==> src/include/spike_gen_settings.svh <==
`ifndef SPIKE_GEN_SETTINGS_SVH
`define SPIKE_GEN_SETTINGS_SVH

// number of generator slices in the array
`define SG_NGENS 8

// period and countdown width
`define SG_NPERIOD 16

// output tag and spike count widths
`define SG_NTAG 11
`define SG_NCT 10

// generator index width, log2 of SG_NGENS
`define SG_IDXW 3

`endif

==> src/source/spike_gen_pkg.sv <==
`include "spike_gen_settings.svh"

package spike_gen_pkg;

  // one program word, also the decoder to slice write bus
  typedef struct packed {
    logic [`SG_IDXW-1:0]    gen_idx;
    logic [`SG_NPERIOD-1:0] period;
    logic [`SG_NPERIOD-1:0] ticks;
    logic [`SG_NTAG-1:0]    tag;
  } prog_word_t;

  // one output word, tag plus merged spike count
  typedef struct packed {
    logic [`SG_NTAG-1:0] tag;
    logic [`SG_NCT-1:0]  ct;
  } spike_word_t;

  // static array configuration
  // gens_used is one bit wider than an index so it can hold SG_NGENS
  typedef struct packed {
    logic [`SG_IDXW:0]     gens_used;
    logic [`SG_NGENS-1:0]  gens_en;
  } gen_conf_t;

  // valid/ack handshake state
  typedef enum logic {
    hs_idle,
    hs_hold
  } hs_state_e;

endpackage

==> src/source/spike_gen_slice.sv <==
`timescale 1ns/100ps
`include "spike_gen_settings.svh"

module spike_gen_slice import spike_gen_pkg::*; (
  input  logic                clk,
  input  logic                arst_n,
  input  logic                active,
  input  logic                unit_pulse,
  input  logic                wr_en,
  input  prog_word_t          wr_word,
  input  logic                take,
  input  logic [`SG_NCT-1:0]  take_ct,
  output logic                pending,
  output logic [`SG_NTAG-1:0] tag,
  output logic [`SG_NCT-1:0]  ct
);

  logic [`SG_NPERIOD-1:0] period_q;
  logic [`SG_NPERIOD-1:0] countdown_q;
  logic [`SG_NTAG-1:0]    tag_q;
  logic [`SG_NCT-1:0]     ct_q;

  logic                   tick;
  logic                   spike;
  logic [`SG_NCT-1:0]     ct_base;
  logic [`SG_NCT:0]       ct_sum;
  logic [`SG_NCT-1:0]     ct_next;

  // only an active slice sees the unit pulse
  assign tick  = active && unit_pulse;
  assign spike = tick && (countdown_q == '0);

  // drained amount leaves while a same-cycle spike still lands
  assign ct_base = take ? (ct_q - take_ct) : ct_q;
  assign ct_sum  = {1'b0, ct_base} + {{`SG_NCT{1'b0}}, spike};

  // saturate at all ones
  always_comb begin
    if (ct_sum[`SG_NCT]) begin
      ct_next = '1;
    end else begin
      ct_next = ct_sum[`SG_NCT-1:0];
    end
  end

  always_ff @(posedge clk or negedge arst_n) begin
    if (!arst_n) begin
      period_q    <= '0;
      countdown_q <= '0;
      tag_q       <= '0;
    end else if (wr_en) begin
      period_q    <= wr_word.period;
      countdown_q <= wr_word.ticks;
      tag_q       <= wr_word.tag;
    end else if (tick) begin
      if (countdown_q == '0) begin
        countdown_q <= period_q;
      end else begin
        countdown_q <= countdown_q - 1'b1;
      end
    end
  end

  always_ff @(posedge clk or negedge arst_n) begin
    if (!arst_n) begin
      ct_q <= '0;
    end else if (wr_en) begin
      // reprogramming discards whatever was pending
      ct_q <= '0;
    end else begin
      ct_q <= ct_next;
    end
  end

  assign pending = (ct_q != '0);
  assign tag     = tag_q;
  assign ct      = ct_q;

  // the arbiter must never take more than the slice holds
  a_take_le_ct: assert property (@(posedge clk) disable iff (!arst_n)
    take |-> (take_ct <= ct_q));

endmodule

==> config.mk <==
export PLATFORM = sky130hd
export DESIGN_NAME = spike_gen_slice
export DESIGN_NICKNAME = d
export VERILOG_FILES = /design/src/source/spike_gen_pkg.sv /design/src/source/spike_gen_slice.sv
export VERILOG_INCLUDE_DIRS = /design/src /design/src/include
export SDC_FILE = /design/constraint.sdc
export NUM_CORES = 1
export LEC_CHECK = 0
export BUFFER_PORTS_ARGS = -buffer_cell sky130_fd_sc_hd__buf_2
export CELL_PAD_IN_SITES_DETAIL_PLACEMENT = 0
export CELL_PAD_IN_SITES_GLOBAL_PLACEMENT = 1
export CORE_MARGIN = 3
export CORE_UTILIZATION = 43
export CTS_CLUSTER_DIAMETER = 150
export DETAILED_ROUTE_END_ITERATION = 16
export PLACE_DENSITY_LB_ADDON = 0.1
export REMOVE_ABC_BUFFERS = 1
export SKIP_CTS_REPAIR_TIMING = 1
export SYNTH_ARGS = -nofsm -noshare
export SYNTH_HDL_FRONTEND = slang
export SYNTH_SLANG_ARGS = --single-unit
==> constraint.sdc <==
create_clock -name clk -period 6 [get_ports clk]
set_input_delay 0.3 -clock clk [delete_from_list [all_inputs] [get_ports clk]]
set_output_delay 0.3 -clock clk [all_outputs]
set_load 0.01 [all_outputs]
==> results.sh <==
export IMPL_status="complete, no violations"
export IMPL_crit_family="simple AND/OR/NAND/NOR gates"
export IMPL_ys_flop_type="dfrtp_1"
export IMPL_worstPathRequired_ps=6220
export IMPL_viasPerCell=5.39
export IMPL_hp_class="in2async"
export IMPL_period_needed_ps=3260
export IMPL_layout_setup_ws_ps=2740
export IMPL_wire_per_inst_um=14.4
export IMPL_critical_path_arrival_ps=3480
export IMPL_cp_max_fo=7
export IMPL_grt_pass1_wl_um=13100
export IMPL_netlist_instances=387
export IMPL_crit_chain="or3_4 -> nor4b_4 -> nand4_2 -> nor2_1 -> ha_1 -> ha_1 -> nor2b_1 -> o211a_1 -> nand3_1 -> o22ai_1"
export IMPL_synth_seq_cells=53
export IMPL_drive_above_1_share_pct=28.1
export IMPL_portBuffers=80
export IMPL_cts_root_buf="clkbuf_8"
export IMPL_path_class="reg2reg"
export IMPL_maxSlewViolCount=0
export IMPL_post_dp_cell_area_sq_mm=0.00394
export IMPL_grt_usage_pct=17.7
export IMPL_hold_viol=0
export IMPL_fmax_mhz=307
export IMPL_die_area_sq_mm=0.00919
export IMPL_cp_start_kind="register"
export IMPL_die_y_um=95.9
export IMPL_die_w_um=95.9
export IMPL_worst_path_largest_cell_delay_ps=450
export IMPL_fin_crit_sh_pct=54.3
export IMPL_fillers=773
export IMPL_critical_path_slowest_cell="or3_4"
export IMPL_power_frac_seq_pct=43.6
export IMPL_cts_made_buffers=5
export IMPL_area_growth_pct=17.4
export IMPL_peakVddDrop_uv=126
export IMPL_power_frac_comb_pct=27.9
export IMPL_num_io_pins=84
export IMPL_syn_area_sq_mm=0.00347
export IMPL_start_util_pct=44.7
export IMPL_place_gp_congestion=0.757
export IMPL_p_sw_mw=0.307
export IMPL_stdcell_count=561
export IMPL_cts_sinks=53
export IMPL_cts_tree="yes"
export IMPL_clk_pin_slew_worst_paths_ps=90
export IMPL_final_cell_mix="buf_2 (80), dfrtp_1 (53), a21oi_1 (39), nand2_1 (36), nor2_1 (35)"
export IMPL_switching_share_pct=31.1
export IMPL_clkLatencyLatePin_ps=300
export IMPL_tightest_slew_ps=764
export IMPL_antenna_cells=0
export IMPL_drtIter0Drc=103
export IMPL_timing_slew_headroom_pct=49.1
export IMPL_drt_first_pass_iters=4
export IMPL_seq_area_frac_synth_pct=38.2
export IMPL_rows=32
export IMPL_nets=534
export IMPL_cp_end_kind="register"
export IMPL_antenna_found_initial=0
export IMPL_register_area_sq_mm=0.00133
export IMPL_crit_buf_inv=0
export IMPL_drc_errors=0
export IMPL_grt_max_degree=72
export IMPL_cap_violations=0
export IMPL_rsz0062_at_grt="no"
export IMPL_gr_total_overflow=0
export IMPL_finish_instance_area_sq_mm=0.00408
export IMPL_dp_hpwl_um=5810
export IMPL_dp_slack_ps=2740
export IMPL_drt_wl_total_um=8060
export IMPL_htree_levels=2
export IMPL_dp_cells=553
export IMPL_num_vias=3025
export IMPL_ant_nets=0
export IMPL_crit_top_cell="ha_1"
export IMPL_setup_tns_ps=0
export IMPL_clock_skew_ps=3.50
export IMPL_p_leak_nw=1.84
export IMPL_async_flop_share_pct=100
export IMPL_finalSetupViolations=0
export IMPL_layout_commonest_cell="buf_2"
export IMPL_synth_enable_flop_cells=0
export IMPL_grt_pass1_vias=2849
export IMPL_cts_max_path_buffers=2
export IMPL_pwr_share_clk_pct=28.6
export IMPL_ys_warn_count=0
export IMPL_p_int_mw=0.679
export IMPL_syn_avg_cell_area_sq_um=8.98
export IMPL_multi_input_area_sq_mm=0.00196
export IMPL_synth_cell_type_count=61
export IMPL_powerDensity_mw_per_mm2=242
export IMPL_whs_ps=117
export IMPL_coreArea_sq_mm=0.00777
## area by class of cell
| class | count | area share [%] |
|---|---|---|
| timing repair buffer | 84 | 10.6 |
| inverter | 26 | 2.39 |
| tap | 102 | 3.13 |
| clock inverter | 3 | 1.60 |
| multi-input combinational | 288 | 48.1 |
| sequential | 53 | 32.5 |
| clock buffer | 5 | 1.69 |
## kinds of logic after synthesis
group	synth area share, %
XOR/XNOR	2.52
AO/OA/AOI/OAI	23.0
buffers and inverters	5.33
adder cells (fa/ha/maj)	5.26
multiplexers	9.15
flip-flops	38.2
AND/OR/NAND/NOR	16.5
## synthesized netlist by cell type, types with 2 or more instances
cell / instances / share of area (%)
nand3b_1: 2 / 0.43
nand3_1: 10 / 1.4
mux2_2: 26 / 8.4
o22ai_1: 13 / 2.3
o21ai_1: 7 / 1.0
nor2_1: 35 / 3.8
o21a_1: 4 / 0.86
xnor2_1: 6 / 1.5
a211oi_1: 5 / 1.1
nor3_1: 7 / 1.0
xor2_1: 4 / 1.0
dfrtp_1: 53 / 38
or3_1: 2 / 0.36
inv_1: 26 / 2.8
a2111oi_0: 2 / 0.50
a21o_1: 2 / 0.43
ha_1: 13 / 4.7
a31oi_1: 7 / 1.3
nand2b_1: 3 / 0.54
buf_2: 3 / 0.43
a21oi_1: 39 / 5.6
nor2b_1: 3 / 0.54
nand4b_1: 2 / 0.50
nor4_1: 5 / 0.90
nand2_1: 36 / 3.9
o21ai_0: 16 / 2.3
o211a_1: 3 / 0.86
o22a_1: 4 / 1.0
a311oi_1: 3 / 0.76
clkbuf_1: 15 / 1.6
## stage by stage
step | utilization, % | power [mW]
6_report | 52.5 | 0.986
5_1_grt | 52.5 | 1.05
4_1_cts | 52.5 | 0.997
3_5_place_dp | 50.8 | 0.711
3_3_place_gp | 50.8 | 0.704
2_1_floorplan | - | 0.614
## worst reg2reg max path: cells and delay by family, from the launching register on
| kind | cells | cell delay (ps) |
|---|---|---|
| and+or+nand+nor | 6 | 1800 |
| DFF | 1 | 440 |
| adders and majority gates | 2 | 400 |
| AOI/OAI and AO/OA | 2 | 550 |
## routing by layer
| layer | up-vias | wire length, um | GRT usage (%) |
|---|---|---|---|
| li1 | 1538 | - | - |
| met1 | 1422 | 4040 | 25.5 |
| met2 | 60 | 3580 | 27.4 |
| met3 | 5 | 394 | 3.67 |
| met4 | 0 | 46 | 3.55 |
| met5 | - | 0 | 0 |
## registers in the layout, summed over array words and instances (netlist names)
signal	flops
period_q	16
tag	11
ct	10
countdown_q	16
## power by group through the flow
stage	sequential, mW	clock, mW	combinational, mW
floorplan	0.435	0	0.179
global route	0.436	0.304	0.308
detailed placement	0.437	0	0.274
finish	0.430	0.282	0.275
CTS	0.430	0.292	0.276
global placement	0.435	0	0.269
## final timing paths
kind	from	end	slack (ps)	cells past startpoint
hold / removal	arst_n	ct[8]$_DFF_PN0_	120	2
hold reg to reg	tag[6]$_DFFE_PN0P_	tag[6]$_DFFE_PN0P_	510	1
min in group clk	wr_word[42]	period_q[15]$_DFFE_PN0P_	200	3
setup / recovery	countdown_q[8]$_DFFE_PN0P_	ct[5]$_DFF_PN0_	2740	10
max in group asynchronous	arst_n	period_q[13]$_DFFE_PN0P_	5440	2
setup reg to reg	countdown_q[8]$_DFFE_PN0P_	ct[5]$_DFF_PN0_	2740	10
(Power assumes the default switching activity.)
