<file path="config.mk">
export PLATFORM = sky130hd
export DESIGN_NAME = spike_prog_decoder
export DESIGN_NICKNAME = d
export VERILOG_FILES = /design/src/source/spike_gen_pkg.sv /design/src/source/spike_prog_decoder.sv
export VERILOG_INCLUDE_DIRS = /design/src /design/src/include
export SDC_FILE = /design/constraint.sdc
export NUM_CORES = 1
export LEC_CHECK = 0
export ABC_CLOCK_PERIOD_IN_PS = 3300
export BUFFER_PORTS_ARGS = -buffer_cell sky130_fd_sc_hd__clkbuf_2
export CORE_ASPECT_RATIO = 0.6
export CORE_UTILIZATION = 42
export DETAILED_ROUTE_END_ITERATION = 16
export PLACE_DENSITY = 0.82
export SETUP_SLACK_MARGIN = 0.4
export SLEW_MARGIN = 20
export SYNTH_ARGS = -nofsm -noshare
export SYNTH_HDL_FRONTEND = slang
export SYNTH_SLANG_ARGS = --single-unit
</file>
<file path="constraint.sdc">
create_clock -name clk -period 3.3 [get_ports clk]
set_clock_uncertainty 0.05 [all_clocks]
set_input_delay 0.33 -clock clk [delete_from_list [all_inputs] [get_ports clk]]
set_output_delay 0.33 -clock clk [all_outputs]
set_load 0.05 [all_outputs]
</file>
<file path="src/include/spike_gen_settings.svh">
`ifndef SPIKE_GEN_SETTINGS_SVH
`define SPIKE_GEN_SETTINGS_SVH

// number of generator slices in the array
`define SG_NGENS 8

// period and countdown width
`define SG_NPERIOD 16

// output tag and spike count widths
`define SG_NTAG 11
`define SG_NCT 10

// generator index width, log2 of SG_NGENS
`define SG_IDXW 3

`endif

</file>
<file path="src/source/spike_gen_pkg.sv">
`include "spike_gen_settings.svh"

package spike_gen_pkg;

  // one program word, also the decoder to slice write bus
  typedef struct packed {
    logic [`SG_IDXW-1:0]    gen_idx;
    logic [`SG_NPERIOD-1:0] period;
    logic [`SG_NPERIOD-1:0] ticks;
    logic [`SG_NTAG-1:0]    tag;
  } prog_word_t;

  // one output word, tag plus merged spike count
  typedef struct packed {
    logic [`SG_NTAG-1:0] tag;
    logic [`SG_NCT-1:0]  ct;
  } spike_word_t;

  // static array configuration
  // gens_used is one bit wider than an index so it can hold SG_NGENS
  typedef struct packed {
    logic [`SG_IDXW:0]     gens_used;
    logic [`SG_NGENS-1:0]  gens_en;
  } gen_conf_t;

  // valid/ack handshake state
  typedef enum logic {
    hs_idle,
    hs_hold
  } hs_state_e;

endpackage

</file>
<file path="src/source/spike_prog_decoder.sv">
`timescale 1ns/100ps
`include "spike_gen_settings.svh"

module spike_prog_decoder import spike_gen_pkg::*; (
  input  logic                 clk,
  input  logic                 arst_n,
  input  logic                 prog_valid,
  input  prog_word_t           prog_word,
  output logic                 prog_ack,
  output logic [`SG_NGENS-1:0] wr_en,
  output prog_word_t           wr_word
);

  hs_state_e            state_q;
  logic                 accept;
  logic [`SG_NGENS-1:0] wr_dec;

  // a word is taken only from idle, hold blocks a lingering valid
  assign accept = (state_q == hs_idle) && prog_valid;

  always_comb begin
    wr_dec = '0;
    wr_dec[prog_word.gen_idx] = 1'b1;
  end

  always_ff @(posedge clk or negedge arst_n) begin
    if (!arst_n) begin
      state_q  <= hs_idle;
      prog_ack <= 1'b0;
      wr_en    <= '0;
    end else begin
      prog_ack <= 1'b0;
      wr_en    <= '0;
      case (state_q)
        hs_idle: begin
          if (prog_valid) begin
            prog_ack <= 1'b1;
            wr_en    <= wr_dec;
            state_q  <= hs_hold;
          end
        end
        // wait for the driver to drop valid after ack
        hs_hold: begin
          if (!prog_valid) begin
            state_q <= hs_idle;
          end
        end
        default: state_q <= hs_idle;
      endcase
    end
  end

  always_ff @(posedge clk) begin
    if (accept) begin
      wr_word <= prog_word;
    end
  end

  a_ack_single: assert property (@(posedge clk) disable iff (!arst_n)
    prog_ack |=> !prog_ack);

  a_idx_range: assert property (@(posedge clk) disable iff (!arst_n)
    prog_valid |-> (prog_word.gen_idx < `SG_NGENS));

endmodule

</file>
==> reports/summary.md, run 1 <==
The flow ran to the end, but the final reports show violations. The final reports fail on design-rule violations. Counting along the longest clock path gives a buffer depth of 2.

For the number of buffers added for setup after CTS, the log shows 0. The slowest stage cell on the critical path is sky130_fd_sc_hd__nor2b_4. Counting the fill cells in the layout gives 299. The worst hold path begins at prog_word[37]. For this configuration, the core starts out at a cell density of 45.2%. The tree is rooted in a sky130_fd_sc_hd__clkbuf_8. TritonCTS built the clock tree. The detail route stage leaves a number of antenna-violating nets equal to 0. The final count of hold timing violations is 0, and the highest achievable clock rate is 0.572 GHz. The tools report the estimated wirelength of the detail-placed design as 2760 um. Setup repair after global routing left no endpoint under its margin. Setup violations remaining at the end of the flow were counted as 0.

The initialized floorplan defines 17 standard-cell rows. Data arrives at the worst endpoint at 1.70 ns. In the synthesized netlist, the cells that appear most often are 46 x sky130_fd_sc_hd__edfxtp_1, 10 x sky130_fd_sc_hd__dfrtp_1, 6 x sky130_fd_sc_hd__nor2_1, 2 x sky130_fd_sc_hd__nand2b_1. The floorplan step defined a die boundary enclosing 4340 sq um. The worst setup path is launched from a register. The area growth from synthesis to layout is 40.7%. The tools report the endpoint class of the critical path as a register.

The H-tree generated during clock tree synthesis spans 2 levels. The count of cells along the worst hold path is 1. The power density over cell area works out to 558 nW/um^2. In the post-synthesis netlist, the cell with the most instances is sky130_fd_sc_hd__edfxtp_1.

Fraction of synthesized cell area taken by the top area cell type: 80.8%. On the critical path the largest part of the delay comes from simple AND/OR/NAND/NOR gates. For the worst-case setup slack after placement, the log shows 1.43 ns. In the final design database the tool counted 231 nets. The number of buffers inserted by port buffering works out to 103. Cell taking the most area after synthesis: sky130_fd_sc_hd__edfxtp_1. The clock-pin slew of the registers on the worst-case setup and hold paths is 0.09 ns.

The simple-gate share of the synthesized area is 4.61%, and the number of global-route vias before repair is 1042. The logs give 0.29 ns for the clock network latency to the later pin of the worst-skew pair and 0 for the warning count from the yosys run. For the final routed database, the setup TNS stands at 0 ns. Summing the areas of all xor and xnor instances in the mapped netlist gives 0% of the synthesized area. The finished cells cover 2410 sq um.

The core outline area is 3790 sq um, and the count of inserted antenna diode cells is 0. The clock period minus final worst setup slack is 1.75 ns, and the combined buffer and inverter count along the critical path is 1. On the worst path, the slowest cell contributes a delay of 0.57 ns. Final number of max-transition violations: 0.

The routed layout has 1065 vias. By area the synthesized netlist is led by sky130_fd_sc_hd__edfxtp_1 81%, sky130_fd_sc_hd__dfrtp_1 15%, sky130_fd_sc_hd__nor2_1 1.3%. For the worst setup path, the data required time is 3.25 ns.

The via-per-instance ratio works out to 4.63. For the worst flop-to-flop path, the logic depth is 2. The tools report the aggregate routed wire length as 3480 um. Synthesis inferred 56 register bits. Synthesis produced a netlist whose cell count is 70. Type of the tightest min-delay check: in2reg.

Wire segments on met2 add up to 1690 um in the final route. The run gives 17.1% as the global-route usage over all layers. Aggregate global routing overflow: 0. The critical path in this run is classified as reg2reg.

The worst hold path terminates at wr_word[37]$_DFFE_PP_. The total routed wire length on the met1 layer was 1370 um. The number of violations of the max-capacitance limit is 0. After synthesis, the share of flip-flops with an asynchronous set or reset is 17.9%.

The clock drives 56 sinks. In this run the critical register-to-register path is captured at wr_word[10]$_DFFE_PP_. The detailed router finished its first iteration with 61 violations. The maximum fanout encountered on the critical timing path was 27. The completed layout was analyzed and its total power is 1.34 mW. The run gives 0 as the initial antenna violation count. The portion of synthesized area spent on multiplexers is 0%. The transition at the pin with the smallest max-transition slack is 0.688 ns. At the end of the flow the core is filled with cells to 63.6%. After detailed placement, the total cell area comes to 2300 sq um.

The routed design uses 375 um of met3 wire. For the worst max-slew margin expressed relative to the limit, the log shows 54.0%. The final routed wire length divided by cell count was 15.1 um.

The highest metal layer used by the detailed router is met4. Of the total synthesized cell area, the portion taken by full adders, half adders and majority gates is 0%. The maximum number of pins on one net before global-route repair is 28, and the number of buffers added by the clock tree synthesis step is 5. After synthesis, the largest family of logic cells by area is simple AND/OR/NAND/NOR gates. For this run, design rule violations remaining after detail routing come to 9. Final worst slack: 1.55 ns. The distinct cell type count after synthesis was 10; the placer congestion estimate was 0.774. The post-synth net total came out at 119.

The logs give 5240 um for the first-pass GRT wire length and 0.300 mV for the worst supply voltage drop on vdd. 104 I/O pins were placed. After synthesis, flip-flops and latches occupy 95.4% of the total area.

The compound-cell area share of the yosys netlist is 0%, and the synthesized area per cell is 24.4 sq um. For the slack of the worst reg-to-reg path, the log shows 1.55 ns. The layout cell share with drive strength beyond 1 is 62.8%.

Summed over all cells, the static leakage comes to 1.08 nW. The die is 51.4 um tall. From left edge to right edge, the die measures 84.4 um. The post-route clock period utilization works out to 53.0%. In this run, synthesis inferred 46 flip-flops with an integrated enable. In this run the critical register-to-register path is launched from state_q$_DFF_PN0_.

The signal on the critical path passes through nor2b_4 -> buf_4. The cell area after synthesis is 1710 sq um, and the count of TritonRoute iterations in the first routing pass is 10. The most used flip-flop cell after synthesis is sky130_fd_sc_hd__edfxtp_1.
## per-stage QoR
stage / hold slack (ns) / instances
after detailed placement: 0.159 / 221
final: 0.147 / 230
after global placement: 0.143 / 221
after floorplan: -0.0156 / 70
after CTS: 0.136 / 230
after global routing: 0.123 / 230
## cell type report
class	count	area [sq um]	area share, %
Sequential cell	56	1630	67.8
Clock buffer	6	82.6	3.43
Timing Repair Buffer	105	533	22.1
Multi-Input combinational cell	14	86.3	3.59
Clock inverter	2	15.0	0.624
Tap cell	47	58.8	2.44
## timing repair
| item | 4_1_cts | 5_1_grt |
|---|---|---|
| hold buffers | 1 | 0 |
| gates resized for setup | 0 | 0 |
| endpoints found under the hold margin | 10 | 0 |
## how the worst max path moves through the flow
stage	to	cells past startpoint	start	slack [ns]
2_1_floorplan	wr_word[0]$_DFFE_PP_	1	state_q$_DFF_PN0_	1.22
3_3_place_gp	wr_word[26]$_DFFE_PP_	3	prog_valid	1.52
3_5_place_dp	wr_word[28]$_DFFE_PP_	3	prog_valid	1.43
4_1_cts	wr_word[19]$_DFFE_PP_	2	state_q$_DFF_PN0_	1.51
5_1_grt	wr_word[28]$_DFFE_PP_	2	state_q$_DFF_PN0_	1.45
6_report	wr_word[10]$_DFFE_PP_	2	state_q$_DFF_PN0_	1.55
## cells in the final DEF, fill, tap and decap left out
cell                            count
sky130_fd_sc_hd__clkbuf_2         103
sky130_fd_sc_hd__edfxtp_1          46
sky130_fd_sc_hd__dfrtp_1           10
sky130_fd_sc_hd__nor2_1             6
sky130_fd_sc_hd__clkbuf_8           6
sky130_fd_sc_hd__nand2b_1           2
sky130_fd_sc_hd__clkinvlp_4         2
sky130_fd_sc_hd__nand3b_1           1
sky130_fd_sc_hd__nor3_1             1
sky130_fd_sc_hd__or3b_4             1
sky130_fd_sc_hd__nor3_2             1
sky130_fd_sc_hd__nand2_1            1
sky130_fd_sc_hd__nor2b_4            1
sky130_fd_sc_hd__dlygate4sd3_1      1
sky130_fd_sc_hd__buf_4              1
## routing by layer
metal	global-route usage, %	vias up
met2	28.7	69
met4	7.63	0
met5	0	-
li1	-	485
met1	20.6	503
met3	5.82	8
## power by group
group | switching (mW) | total [mW] | internal (mW)
sequential | 0.00767 | 0.804 | 0.796
combinational | 0.123 | 0.163 | 0.0400
clock | 0.205 | 0.375 | 0.170
## cells by family after synthesis
| logic type | Yosys count |
|---|---|
| AND/OR/NAND/NOR | 14 |
| flip-flops | 56 |
## registers in the layout (all words and copies together) (netlist names)
name and flops:
prog_ack 1, wr_en 8, wr_word 46, state_q 1
Power figures use the tool's default switching activity.
==> run 2: changes to the inputs <==
- ABC_CLOCK_PERIOD_IN_PS: 3300 -> 1500
- CORE_UTILIZATION: 42 -> 38
- PLACE_DENSITY: 0.82 -> 0.79
- clock period: 3.3 -> 1.5 ns (I/O delays scaled with it)
==> run 2 against run 1 <==
The flow now finishes without violations; combinational power increased to 3.6 times the previous value; die area increased by 10%; cell count increased by 27%; wire length increased by 62%; first-iteration DRC count decreased by 61%; worst hold slack got worse by 0.11 ns; via count increased by 23%; global-route usage increased by 3.0 points; register-to-register slack got worse by 1.3 ns; sequential share of layout area decreased by 20 points; clock-buffer cell count decreased by 1; highest routed layer unchanged.
==> reports/summary.md, run 2 (synthesis gave the netlist of run 1 again) <==
The number of buffers added by the clock tree synthesis step was 5 (unchanged); the proportion of total power due to net switching was 26.1% (+1.1 points). Final number of max-transition violations: 0 (unchanged). The final worst slack was 0.295 ns (-1.26 ns); the global-route usage over all layers was 20.1% (+3.0 points). The power density over cell area is 936 nW/um^2 (+68%). The number of buffers between clock root and the deepest sink is 2 (unchanged), and the estimated wirelength of the detail-placed design is 2520 um (-8.5%). The worst setup path is captured at a register.

The layout cell share with drive strength beyond 1 is 52.8% (-10 points). Setup repair after global routing could not meet its margin everywhere. The run gives 0 (unchanged) as the aggregate global routing overflow.

The run gives 0 (unchanged) as the final count of hold timing violations. The area added between synthesis and finish is 98.5%. The logs give 0.838 (+8.3%) for the placer congestion estimate and 56.1% (-3.8 points) for the power share of the sequential group. Transition at the pin with the smallest max-transition slack: 0.258 ns (-0.430 ns). In the layout the commonest cells are 48 x sky130_fd_sc_hd__clkbuf_2, 46 x sky130_fd_sc_hd__dlygate4sd3_1, 46 x sky130_fd_sc_hd__edfxtp_1.

The layout net count is 281 (+22%), and the via-per-instance ratio is 4.46 (-3.7%). The final routed wire length divided by cell count came out at 19.3 um (+27%). wr_word holds more flip-flops than any other register. The count of TritonRoute iterations in the first routing pass was 4 (-6).

TritonCTS built the clock tree. The worst setup path is launched from a register. The post-route clock period utilization is 80.3% (+27 points). The number of global-route vias before repair is 1247 (+20%).

The type of the tightest min-delay check is in2reg. The run gives 0.580 mV (+94%) as the worst supply voltage drop on vdd. The violation count after the first detailed-route iteration is 24 (-61%), and the top-level I/O count is 104 (unchanged).

For the core outline area, the log shows 4210 sq um (+11%). The clock tree root buffer cell was sky130_fd_sc_hd__clkbuf_8. The net switching power figure came out at 0.830 mW (+150%).

The maximum fanout encountered on the critical timing path was 12 (-56%); the aggregate routed wire length was 5640 um (+62%). The floorplan die area was 4780 sq um (+10%); the count of antenna-violating nets left after detailed routing was 0 (unchanged). For the post-route cell area, the log shows 3400 sq um (+41%).

The run finished with clean final reports. The die width is 88.6 um (+5.0%), and the number of failing setup endpoints in the final timing report is 0 (unchanged). The clock network latency to the later pin of the worst-skew pair is 0.30 ns (about the same).

The path type of the worst setup path was reg2reg. For the first-pass GRT wire length, the log shows 6500 um (+24%). The run gives 1306 (+23%) as the total vias in the final route. The largest registers in the layout are wr_word: 46 flops, wr_en: 8 flops. For the count of inserted antenna diode cells, the log shows 0 (unchanged). The number of DRC violations after detailed routing came out at 0 (-9). The logs give 18 (+1) for the placement row count and 1.45 nW (+34%) for the leakage dissipation.

The proportion of power drawn by combinational gates is 18.4% (+6.3 points). The clock-pin slew of the registers on the worst-case setup and hold paths was 0.10 ns (about the same); the die extent in y was 54.0 um (+4.9%). The required time of the critical path was 1.48 ns (-1.77 ns); the initial core utilization was 40.6% (-4.6 points). The clock period minus final worst setup slack is 1.21 ns (-0.544 ns), and the initial antenna violation count is 0 (unchanged). The tools report the arrival time reported for the critical path endpoint as 1.19 ns (-0.51 ns).

The placed cell area was 2330 sq um (+1.3%); the fill cell total of the finished layout was 201 (-33%). Maximum number of pins on one net before global-route repair: 48 (+71%). The number of flip-flops in the largest register is 46 (unchanged), and the number of sinks on the clock net is 56 (unchanged). The tools report the worst-case setup slack after placement as 0.313 ns (-1.12 ns). The highest achievable clock rate came out at 0.830 GHz (+45%). The library cell used most frequently in the layout, excluding fill and tap cells, is sky130_fd_sc_hd__clkbuf_2. The logs give 2.35 mW (+130%) for the internal power and 0.29 ns (-1.26 ns) for the slack of the worst reg-to-reg path.

The run gives 25.5% (-2.5 points) as the clock network power share. The count of H-tree levels built during CTS is 2 (unchanged), and the worst max-slew margin expressed relative to the limit is 82.8% (+29 points). The number of violations of the max-capacitance limit is 0 (unchanged).

The number of buffers inserted by port buffering works out to 103 (unchanged).
run 2: cell types whose count changed in the layout (fill, tap and decap cells not counted), sizes merged:
cell,delta
clkinvlp,-2
clkinv,+2
inv,+1
clkbuf,-33
dlygate4sd3,+45
buf,+37
run 2: timing repair:
action                                  in CTS  in global routing
gates cloned                                 0                  4
pin swaps                                    0                  1
endpoints found under the setup margin     101                100
buffers inserted                             0                  1
gates resized for setup                     86                 57
hold endpoints to repair                    55                  0
hold buffers                                46                  0
run 2: routing by layer:
layer  wire length [um]  track usage [%]
met3                446             4.91
met1               2330             24.1
met5                  0                0
met4                127             9.14
met2               2740             35.1
run 2: area by class of cell:
type	instances	area, sq um	area share, %
Sequential cell	56	1630	48.0
Multi-Input combinational cell	14	98.8	2.91
Tap cell	60	75.1	2.21
Clock inverter	3	17.5	0.516
Timing Repair Buffer	155	1500	44.3
Clock buffer	5	68.8	2.03
run 2: power by group through the flow:
stage | Sequential, mW | Combinational, mW | Clock [mW]
2_1_floorplan | 2.00 | 0.0287 | 0
3_3_place_gp | 1.80 | 0.359 | 0
3_5_place_dp | 1.80 | 0.364 | 0
4_1_cts | 1.77 | 0.516 | 0.818
5_1_grt | 1.79 | 0.607 | 0.876
6_report | 1.78 | 0.584 | 0.810
run 2: worst max-delay path, cell delays in order (launching register included):
cell and delay (ns):
sky130_fd_sc_hd__dfrtp_1 0.43, sky130_fd_sc_hd__nor2b_4 0.14, sky130_fd_sc_hd__buf_12 0.14, sky130_fd_sc_hd__clkbuf_16 0.16
run 2: through the flow:
stage | hold slack, ns | utilization (%) | total power [mW] | std cells | TNS, ns
floorplan | -0.196 | - | 2.03 | 70 | -3.50
global placement | -0.0267 | 55.3 | 2.16 | 234 | 0
detailed placement | -0.0214 | 55.3 | 2.17 | 234 | 0
CTS | 0.0295 | 76.1 | 3.11 | 288 | 0
global route | 0.0401 | 80.6 | 3.27 | 293 | 0
finish | 0.0410 | 80.6 | 3.18 | 293 | 0
run 2: worst paths after layout:
path,startpoint,endpoint,cells past startpoint
max,state_q$_DFF_PN0_,wr_word[6]$_DFFE_PP_,3
min,prog_word[44],wr_en[0]$_DFF_PN0_,2
max reg2reg,state_q$_DFF_PN0_,wr_word[6]$_DFFE_PP_,3
min reg2reg,state_q$_DFF_PN0_,wr_en[0]$_DFF_PN0_,2
max in group asynchronous,arst_n,wr_en[3]$_DFF_PN0_,2
min in group asynchronous,arst_n,wr_en[5]$_DFF_PN0_,2
